File: src/common/wfd_config.svh
`ifndef WFD_CONFIG_SVH
`define WFD_CONFIG_SVH

//////////////////////////////////////////////////
// datapath widths
//////////////////////////////////////////////////
`define WFD_LINK_W          32   // one word on the serial link
`define WFD_BURST_W         128  // one memory burst
`define WFD_WORDS_PER_BURST 4    // link words per burst

//////////////////////////////////////////////////
// timing and sizing
//////////////////////////////////////////////////
`define WFD_LONG_RST_CYCLES 16   // synced high cycles that make a master reset "long"
`define WFD_FIFO_DEPTH_LOG2 4    // 16 entries per stream fifo
`define WFD_SYNC_STAGES     2    // flops in each async input synchronizer

`endif

File: src/common/wfd_pkg.sv
`include "wfd_config.svh"

package wfd_pkg;

  // raw payloads
  typedef logic [`WFD_LINK_W-1:0]  link_word_t;  // word to or from the link
  typedef logic [`WFD_BURST_W-1:0] burst_t;      // one memory burst

  // command word plus its packet end flag
  typedef struct packed {
    link_word_t data;
    logic       last;  // final word of a command packet
  } cmd_item_t;

  // memory burst plus its fill end flag
  typedef struct packed {
    burst_t data;
    logic   last;      // final burst of a fill
  } burst_item_t;

  // counter for the master reset length, saturates at the long threshold
  typedef logic [$clog2(`WFD_LONG_RST_CYCLES+1)-1:0] rst_cnt_t;

endpackage

File: src/readout/burst_width_converter.sv
`timescale 1ns/100ps
`include "wfd_config.svh"

module burst_width_converter import wfd_pkg::*; (
  input  logic        clk125,
  input  logic        rst,
  input  burst_item_t burst_item,
  input  logic        burst_valid,
  output logic        burst_ready,
  output link_word_t  word_tdata,
  output logic        word_tvalid,
  output logic        word_tlast,
  input  logic        word_tready
);

  localparam int WPB   = `WFD_WORDS_PER_BURST;
  localparam int IDX_W = $clog2(WPB);

  burst_t           shift_q;   // remaining words, lsw at the bottom
  logic             last_q;    // burst closes the fill
  logic             holding;   // a burst is in flight
  logic [IDX_W-1:0] idx;       // word now presented
  logic             final_word;

  assign burst_ready = ~holding;  // one burst at a time
  assign word_tvalid = holding;
  assign word_tdata  = shift_q[`WFD_LINK_W-1:0];
  assign final_word  = (idx == IDX_W'(WPB - 1));
  assign word_tlast  = holding & last_q & final_word;  // only on word 3 of a flagged burst

  //////////////////////////////////////////////////
  // control
  //////////////////////////////////////////////////
  always_ff @(posedge clk125) begin
    if (rst) begin
      holding <= 1'b0;
      idx     <= '0;
    end else if (burst_valid & burst_ready) begin
      holding <= 1'b1;
      idx     <= '0;
    end else if (word_tvalid & word_tready) begin
      if (final_word)
        holding <= 1'b0;  // free for the next burst
      else
        idx <= idx + 1'b1;
    end
  end

  // payload
  always_ff @(posedge clk125) begin
    if (burst_valid & burst_ready) begin
      shift_q <= burst_item.data;
      last_q  <= burst_item.last;
    end else if (word_tvalid & word_tready) begin
      shift_q <= shift_q >> `WFD_LINK_W;  // next word down
    end
  end

endmodule

File: src/readout/stream_fifo.sv
`timescale 1ns/100ps
`include "wfd_config.svh"

module stream_fifo import wfd_pkg::*; #(
  parameter type item_t = cmd_item_t
) (
  input  logic  clk125,
  input  logic  rst,
  input  item_t in_item,
  input  logic  in_valid,
  output logic  in_ready,   // registered, low when the buffer is full
  output item_t out_item,   // registered output stage
  output logic  out_valid,
  input  logic  out_ready
);

  localparam int AW    = `WFD_FIFO_DEPTH_LOG2;
  localparam int DEPTH = 1 << AW;

  item_t           mem [DEPTH];  // circular buffer
  logic [AW-1:0]   wr_ptr;
  logic [AW-1:0]   rd_ptr;
  logic [AW:0]     count;        // entries held in mem, output stage excluded
  logic [AW:0]     count_next;
  logic            wr_en;        // input transfer
  logic            load;         // output stage free or being emptied
  logic            mem_rd;       // output stage refilled from mem
  logic            mem_wr;       // input lands in mem, not bypassed

  assign wr_en  = in_valid & in_ready;
  assign load   = ~out_valid | out_ready;
  assign mem_rd = load & (count != '0);
  assign mem_wr = wr_en & ~(load & (count == '0));  // empty and free -> straight to output

  always_comb begin
    count_next = count;
    if (mem_wr & ~mem_rd)
      count_next = count + 1'b1;
    else if (mem_rd & ~mem_wr)
      count_next = count - 1'b1;
  end

  //////////////////////////////////////////////////
  // pointers, occupancy, output valid
  //////////////////////////////////////////////////
  always_ff @(posedge clk125) begin
    if (rst) begin
      wr_ptr    <= '0;
      rd_ptr    <= '0;
      count     <= '0;
      out_valid <= 1'b0;
      in_ready  <= 1'b0;  // comes up one cycle after reset
    end else begin
      count    <= count_next;
      in_ready <= (count_next != (AW+1)'(DEPTH));
      if (mem_wr)
        wr_ptr <= wr_ptr + 1'b1;
      if (mem_rd)
        rd_ptr <= rd_ptr + 1'b1;
      if (load)
        out_valid <= mem_rd | wr_en;
    end
  end

  // payload, no reset
  always_ff @(posedge clk125) begin
    if (mem_wr)
      mem[wr_ptr] <= in_item;
    if (mem_rd)
      out_item <= mem[rd_ptr];
    else if (load & wr_en)
      out_item <= in_item;  // bypass while empty
  end

endmodule

File: src/source/channel_readout_top.sv
`timescale 1ns/100ps

module channel_readout_top import wfd_pkg::*; (
  input  logic       clk125,
  input  logic       rst,
  input  logic       rst_from_master,
  input  logic       readout_pause,
  input  logic       readout_start,
  input  link_word_t cmd_tdata,
  input  logic       cmd_tvalid,
  input  logic       cmd_tlast,
  output logic       cmd_tready,
  input  burst_t     burst_tdata,
  input  logic       burst_tvalid,
  input  logic       burst_tlast,
  output logic       burst_tready,
  output link_word_t link_tdata,
  output logic       link_tvalid,
  output logic       link_tlast,
  input  logic       link_tready,
  output logic       readout_busy,
  output logic       evt_cnt_reset,
  output logic       full_reset
);

  logic        rst_path;      // readout path reset, local or from master
  cmd_item_t   cmd_in_item;
  cmd_item_t   cmd_q_item;
  logic        cmd_q_valid;
  logic        cmd_q_ready;
  burst_item_t burst_in_item;
  burst_item_t burst_q_item;
  logic        burst_q_valid;
  logic        burst_q_ready;
  link_word_t  ddr3_tdata;    // converter to mux
  logic        ddr3_tvalid;
  logic        ddr3_tlast;
  logic        ddr3_tready;

  assign rst_path      = rst | full_reset;
  assign cmd_in_item   = '{data: cmd_tdata, last: cmd_tlast};
  assign burst_in_item = '{data: burst_tdata, last: burst_tlast};

  master_reset u_master_reset (.clk125, .rst, .rst_from_master, .evt_cnt_reset, .full_reset);

  //////////////////////////////////////////////////
  // memory path
  //////////////////////////////////////////////////
  stream_fifo #(.item_t(burst_item_t)) u_burst_fifo (
    .clk125, .rst(rst_path),
    .in_item(burst_in_item), .in_valid(burst_tvalid), .in_ready(burst_tready),
    .out_item(burst_q_item), .out_valid(burst_q_valid), .out_ready(burst_q_ready));

  burst_width_converter u_conv (
    .clk125, .rst(rst_path),
    .burst_item(burst_q_item), .burst_valid(burst_q_valid), .burst_ready(burst_q_ready),
    .word_tdata(ddr3_tdata), .word_tvalid(ddr3_tvalid), .word_tlast(ddr3_tlast),
    .word_tready(ddr3_tready));

  // command path
  stream_fifo #(.item_t(cmd_item_t)) u_cmd_fifo (
    .clk125, .rst(rst_path),
    .in_item(cmd_in_item), .in_valid(cmd_tvalid), .in_ready(cmd_tready),
    .out_item(cmd_q_item), .out_valid(cmd_q_valid), .out_ready(cmd_q_ready));

  link_tx_mux u_mux (
    .clk125, .rst(rst_path), .readout_pause, .readout_start,
    .cmd_item(cmd_q_item), .cmd_valid(cmd_q_valid), .cmd_ready(cmd_q_ready),
    .ddr3_tdata, .ddr3_tvalid, .ddr3_tlast, .ddr3_tready,
    .link_tdata, .link_tvalid, .link_tlast, .link_tready, .readout_busy);

endmodule

File: src/source/link_tx_mux.sv
`timescale 1ns/100ps
`include "wfd_config.svh"

module link_tx_mux import wfd_pkg::*; (
  input  logic       clk125,
  input  logic       rst,
  input  logic       readout_pause,  // async level, stalls the link
  input  logic       readout_start,  // strobe, switch to memory data
  input  cmd_item_t  cmd_item,
  input  logic       cmd_valid,
  output logic       cmd_ready,
  input  link_word_t ddr3_tdata,
  input  logic       ddr3_tvalid,
  input  logic       ddr3_tlast,
  output logic       ddr3_tready,
  output link_word_t link_tdata,
  output logic       link_tvalid,
  output logic       link_tlast,
  input  logic       link_tready,
  output logic       readout_busy    // memory source selected
);

  logic [`WFD_SYNC_STAGES-1:0] pause_q;  // pause synchronizer
  logic                        pause_s;
  logic                        use_ddr3;  // memory source selected
  logic                        cmd_open;  // command packet partway through
  logic                        go;        // link free to take a word
  logic                        cmd_xfer;
  logic                        ddr3_accept;  // link took a memory word

  assign pause_s = pause_q[`WFD_SYNC_STAGES-1];
  assign go      = link_tready & ~pause_s;

  //////////////////////////////////////////////////
  // 2:1 mux, combinational
  //////////////////////////////////////////////////
  assign link_tvalid = ~pause_s & (use_ddr3 ? ddr3_tvalid : cmd_valid);
  assign link_tlast  = use_ddr3 ? (ddr3_tvalid & ddr3_tlast) : (cmd_valid & cmd_item.last);
  assign link_tdata  = use_ddr3 ? ddr3_tdata : cmd_item.data;

  assign ddr3_tready = use_ddr3 & go;   // ready only to the active source
  assign cmd_ready   = ~use_ddr3 & go;

  assign cmd_xfer     = cmd_valid & cmd_ready;
  assign ddr3_accept  = ddr3_tvalid & ddr3_tready;
  assign readout_busy = use_ddr3;

  //////////////////////////////////////////////////
  // source selection
  //////////////////////////////////////////////////
  always_ff @(posedge clk125) begin
    if (rst) begin
      pause_q  <= '0;
      use_ddr3 <= 1'b0;
      cmd_open <= 1'b0;
    end else begin
      pause_q <= {pause_q[`WFD_SYNC_STAGES-2:0], readout_pause};
      if (cmd_xfer)
        cmd_open <= ~cmd_item.last;  // open until its last word goes
      // start only between command packets, ignored during a readout
      if (~use_ddr3) begin
        if (readout_start & ~cmd_open & ~(cmd_xfer & ~cmd_item.last))
          use_ddr3 <= 1'b1;
      end else if (ddr3_accept & ddr3_tlast) begin
        use_ddr3 <= 1'b0;  // fill done, back to commands
      end
    end
  end

endmodule

File: src/source/master_reset.sv
`timescale 1ns/100ps
`include "wfd_config.svh"

module master_reset import wfd_pkg::*; (
  input  logic clk125,
  input  logic rst,
  input  logic rst_from_master,  // async level from the master fpga
  output logic evt_cnt_reset,    // short pulse seen, one cycle
  output logic full_reset        // long pulse seen, one cycle
);

  logic [`WFD_SYNC_STAGES-1:0] sync_q;  // input synchronizer chain
  logic                        sync_d;  // previous synced value, for edge detect
  rst_cnt_t                    hi_cnt;  // synced high cycles so far
  logic                        sync_s;

  assign sync_s = sync_q[`WFD_SYNC_STAGES-1];

  //////////////////////////////////////////////////
  // synchronize, count and sort by length
  //////////////////////////////////////////////////
  always_ff @(posedge clk125) begin
    if (rst) begin
      sync_q        <= '0;
      sync_d        <= 1'b0;
      hi_cnt        <= '0;
      evt_cnt_reset <= 1'b0;
      full_reset    <= 1'b0;
    end else begin
      sync_q <= {sync_q[`WFD_SYNC_STAGES-2:0], rst_from_master};
      sync_d <= sync_s;
      // count while high, hold at the threshold
      if (sync_s) begin
        if (hi_cnt != rst_cnt_t'(`WFD_LONG_RST_CYCLES))
          hi_cnt <= hi_cnt + 1'b1;
      end else begin
        hi_cnt <= '0;  // cleared on the edge after the fall is seen
      end
      // falling edge of a pulse that never got long
      evt_cnt_reset <= sync_d & ~sync_s &
                       (hi_cnt < rst_cnt_t'(`WFD_LONG_RST_CYCLES));
      // fires once, as the count reaches the threshold
      full_reset    <= sync_s & (hi_cnt == rst_cnt_t'(`WFD_LONG_RST_CYCLES - 1));
    end
  end

endmodule

File: config.mk
export PLATFORM = sky130hd
export DESIGN_NAME = channel_readout_top
export DESIGN_NICKNAME = d
export VERILOG_FILES = /design/src/common/wfd_pkg.sv /design/src/readout/burst_width_converter.sv /design/src/readout/stream_fifo.sv /design/src/source/channel_readout_top.sv /design/src/source/link_tx_mux.sv /design/src/source/master_reset.sv
export VERILOG_INCLUDE_DIRS = /design/src /design/src/common
export SDC_FILE = /design/constraint.sdc
export NUM_CORES = 2
export LEC_CHECK = 0
export ABC_CLOCK_PERIOD_IN_PS = 12300
export BUFFER_PORTS_ARGS = -buffer_cell sky130_fd_sc_hd__buf_2
export CAP_MARGIN = 20
export CORE_ASPECT_RATIO = 0.8
export CORE_MARGIN = 3
export CORE_UTILIZATION = 45
export CTS_CLUSTER_SIZE = 8
export DETAILED_ROUTE_END_ITERATION = 8
export PLACE_DENSITY_LB_ADDON = 0.05
export SYNTH_ARGS = -nofsm -noshare
export SYNTH_HDL_FRONTEND = slang
export SYNTH_SLANG_ARGS = --single-unit
File: constraint.sdc
create_clock -name clk125 -period 12.3 [get_ports clk125]
set_clock_uncertainty 0.05 [all_clocks]
set_input_delay 1.845 -clock clk125 [delete_from_list [all_inputs] [get_ports clk125]]
set_output_delay 1.845 -clock clk125 [all_outputs]
set_load 0.005 [all_outputs]
# Word level (Yosys, flattened, before mapping)

Memories as Yosys holds them, arrays and structs flattened. A register that Yosys moved wholly into a read port is not among the register bits.
Cells that the tools add are included.

Bits in registers: 338
Bits in writable memories: 2592
Bits of input ports: 170
Output and inout port bits: 39
Logic and storage cells: 136
Memories: 2

Add/sub/neg operators: 10
Magnitude comparators: 1
Equality and inequality tests: 5
Muxes and demuxes: 27
Bitwise logic cells: 53
Reduce and logical (&&, ||, !) cells: 12

Memories:

| memory           | words | width | read ports | clocked after Yosys merged registers in | wr ports | line              | source |
|---|---|---|---|---|---|---|---|
| u_burst_fifo.mem | 16    | 129   | 1          | 1                                       | 1        | stream_fifo.sv:20 | `item_t mem [DEPTH];` |
| u_cmd_fifo.mem   | 16    | 33    | 1          | 1                                       | 1        | stream_fifo.sv:20 |  |

Operator list:

| cell                | number |
|---|---|
| $mux 129            | 2 |
| $mux 128            | 2 |
| $mux 33             | 2 |
| $and 1x1->1         | 32 |
| $mux 32             | 1 |
| $mux 5              | 4 |
| $add 4x1->4 const B | 4 |
| $mux 4              | 4 |
| $not 1->1           | 16 |
| $add 5x1->5 const B | 3 |
| $ne 5x5->1 const B  | 3 |
| $mux 1              | 12 |
| $logic_not 5->1     | 2 |
| $reduce_bool 5->1   | 2 |
| $sub 5x1->5 const B | 2 |
| $reduce_bool 2->1   | 4 |
| $eq 5x4->1 const B  | 1 |
| $lt 5x5->1 const B  | 1 |
| $or 1x1->1          | 5 |
| $reduce_and 2->1    | 2 |
| $reduce_or 2->1     | 2 |
| $add 2x1->2 const B | 1 |
| $eq 2x2->1 const B  | 1 |

# Longest topological paths before layout

Depth in word-level cells: 12
Mapped depth: 8

# Modules after synthesis

From an unflattened synthesis, not the netlist that was laid out.

Cells, all modules: 5102
Area total of the unflattened synthesis: 112925.8 µm²

By module, submodules not included:

| module                      | times used | cells each | area each (µm²) |
|---|---|---|---|
| stream_fifo at u_burst_fifo | 1          | 3660       | 83685.3 |
| stream_fifo at u_cmd_fifo   | 1          | 1024       | 22301.4 |
| burst_width_converter       | 1          | 321        | 5814.3 |
| link_tx_mux                 | 1          | 58         | 720.7 |
| master_reset                | 1          | 38         | 397.9 |
| channel_readout_top         | 1          | 1          | 6.3 |

# Worst setup path after synthesis

OpenSTA, ideal clock, no wires.

Path type: in2reg
Start: input burst_tvalid
End: memory u_burst_fifo.mem[3][0] in the netlist's numbering, enable pin
Data arrival time: 11323 ps
Data required time: 11476 ps
Path slack: 153 ps
Stages on the path: 4
Path buffers: 0
Cells stage by stage: nand2_1 -> a21oi_1 -> nand2_1 -> nor3_1

Word-level cells in the longest chain between the ends: 4

RTL lines:

| element                      | line                      | source |
|---|---|---|
| start: declaration           | channel_readout_top.sv:14 | `input logic burst_tvalid,` |
| $and 1x1->1                  | stream_fifo.sv:30         | `assign wr_en = in_valid & in_ready;` |
| $and 1x1->1                  | stream_fifo.sv:33         | `assign mem_wr = wr_en & ~(load & (count == '0));` |
| $mux 1                       | stream_fifo.sv:67         | `if (mem_wr)` |
| $mux 1 (implied by the code) | stream_fifo.sv:68         | `mem[wr_ptr] <= in_item;` |
| end: declaration             | stream_fifo.sv:20         |  |

Every way passes these cells.

# Final worst setup path

Start: input burst_tvalid
End: memory u_burst_fifo.mem[9][54] in the netlist's numbering, enable pin

Same word-level chain as after synthesis.

==> out/metrics.csv <==
metric,value,unit
GRT Total Usage,22.3,%
CTS tree,done,
Ports,209,
HP Class,reg -> reg,
nature of the critical path endpoint,register,
WP data arrival,5.61,ns
Least-Margin Pin Slew,1.16,ns
max_cap viols,0,
GRT overflow,0,
Die Area,255000,sq um
DIE WIDTH,564,um
row cnt,163,
CP Max Fanout,42,
Core Area,247000,sq um
clk buf depth,4,
DR WL/cell,33.6,um
# placed instances,7928,
Cell variety after synth,49,
Synthesized Nets,4734,
setup TNS,0,ns
largest net degree at the start of global routing,132,
"Top FF cell, synth",edfxtp_1,
number of synthesized flops with an enable pin,2883,
pwr/cell area,215,nW/um^2
Post-Layout Cell Count,8459,
"reg-to-reg slack, setup",7.38,ns
clock tree sinks,2938,
area share of the largest cell type after synthesis,77.3,%
DPL Wire Length,150,mm
share of cells above drive strength 1,36.9,%
worst-skew pair later-pin latency,0.88,ns
drt first pass iters,5,
Post-CTS Hold Buffers,0,
post-synthesis sequential area ratio,78.3,%
vias in the first global route,52317,
RSZ-0062 raised after global routing,no,
"Req. time, crit path",12.72,ns
period utilisation layout,42.2,%
CP Class,in -> reg,
starting density of the core,45.3,%
number of buffers added on ports,208,
postcts setup bufs,0,
VDD IR max,0.000316,V
Die H,452,um
post-synthesis register bit count,2938,
Max Clk Rate,192,MHz
routed via count,50366,
Final #Nets,5227,
H-tree Lvls,5,
first-pass GRT wire length,405,mm
Final setup viols,0,
Overall Power,0.0275,W
fin crit period,5.19,ns
ranking of synthesized cells by area,"edfxtp_1, mux4_2, mux2_2, dfxtp_1, clkbuf_1",
post-route antenna net violation count,0,
cell taking the most area after synthesis,edfxtp_1,
"Warnings, synthesis",0,
synthesized instance count,4546,
Final Hold Viols,0,
leakage power,39.6,nW
status,finished clean,
top-count cell post-synth,edfxtp_1,
CTS Buf Count,409,
"Cell Area, Synth",112000,sq um
root buffer cell,clkbuf_16,
syn avg cell area,24.6,sq um
drt drc,0,
Area Growth Syn to Fin,14.6,%
Slew Limit Fails,0,
ys async rst share,0,%
DR iter-0 viols,4511,
vias per cell,5.95,
most frequent cells after synthesis,"edfxtp_1, mux4_2, mux2_2",
Rel. slew slack,22.6,%
GP Congestion,0.750,
routed wire length,284,mm
"CTS clk-pin slew, worst paths",0.05,ns
antenna violations before repair,64,
Worst setup SP type,primary input,
PostCTS Resize Cnt,0,
kinds of logic (layout without fill, tap and decap cells):
| family | Yosys count | in the layout | synth area share [%] |
|---|---|---|---|
| xor+xnor | 19 | 19 | 0.149 |
| fa+ha+maj | 18 | 18 | 0.201 |
| simple gates | 178 | 178 | 0.816 |
| compound gates | 46 | 46 | 0.267 |
| other cells | 0 | 24 | 0 |
| mux | 1104 | 1104 | 19.2 |
| buf+inv | 243 | 832 | 1.06 |
| flops | 2938 | 2938 | 78.3 |
metrics by stage:
| step | hold WS (ns) | setup slack (ns) | area, sq um | util, % |
|---|---|---|---|---|
| CTS | 0.370 | 7.13 | 128000 | 51.9 |
| floorplan | 0.348 | 0.153 | 112000 | - |
| detailed placement | 0.360 | 6.18 | 117000 | 47.5 |
| global placement | 0.365 | 6.17 | 117000 | 47.4 |
| global route | 0.390 | 6.96 | 128000 | 51.9 |
| finish | 0.369 | 7.11 | 128000 | 51.9 |
critical path, stage by stage:
cell and delay [ns]:
buf_2 0.17, nand2_1 0.10, a21oi_1 0.67, nand2_1 0.40
nor2_4 0.89, buf_4 0.63, buf_4 0.81
placed cells by master, fill, tap and decap left out, types with 4 or more instances in the layout:
master	count
a21oi_1	17
and2_1	38
and3_1	5
buf_12	12
buf_2	208
buf_4	90
clkbuf_1	74
clkbuf_16	423
dfxtp_1	46
dfxtp_4	6
diode_2	24
edfxtp_1	2883
ha_1	18
inv_1	14
inv_6	5
mux2_2	290
mux2i_1	4
mux4_2	810
nand2_1	23
nand2b_1	6
nand3_1	6
nand4_1	5
nor2_1	37
nor2_4	24
nor3_1	5
nor3_2	8
o21ai_0	4
xnor2_1	8
xor2_1	11
layout make-up:
type / count / area [sq um]
diodes: 24 / 60.1
clock buffers: 497 / 10900
clock inverters: 10 / 120
fillers: 18985 / 119000
inverters: 14 / 52.6
multi-input cells: 1365 / 23400
flip-flops and latches: 2938 / 87700
well taps: 3300 / 4130
repair buffers: 311 / 1980
worst paths after layout:
kind	from	to	cells after the start
worst min-delay path	u_master_reset.hi_cnt[4]	u_master_reset.evt_cnt_reset	1
worst max-delay path	burst_tvalid	u_burst_fifo.mem[9][54]	7
worst min register to register	u_master_reset.hi_cnt[4]	u_master_reset.evt_cnt_reset	1
worst max register to register	u_burst_fifo.count[1]	u_burst_fifo.mem[9][54]	8
registers in the layout (all words and copies together) (netlist names), 2 cells and up, named ones only:
signal	flops
u_burst_fifo.out_item	129
u_burst_fifo.mem	2064
u_cmd_fifo.count	5
u_burst_fifo.wr_ptr	4
u_cmd_fifo.wr_ptr	4
u_cmd_fifo.out_item	33
u_conv.shift_q	128
u_burst_fifo.count	5
u_burst_fifo.rd_ptr	4
u_conv.idx	2
u_mux.pause_q	2
u_cmd_fifo.rd_ptr	4
u_cmd_fifo.mem	528
u_master_reset.hi_cnt	5
u_master_reset.sync_q	2
layer usage:
metal	vias to the layer above	GRT usage, %	wire length (um)
li1	20482	-	-
met4	20	4.85	5860
met2	1511	34.2	133000
met1	27927	34.0	129000
met5	-	0	135
met3	426	3.84	15900
report_power, final:
group / internal [W] / switching, W
sequential: 0.0120 / 0.000483
clock: 0.00606 / 0.00386
combinational: 0.00250 / 0.00269
total: 0.0205 / 0.00703
Power figures use the tool's default switching activity.
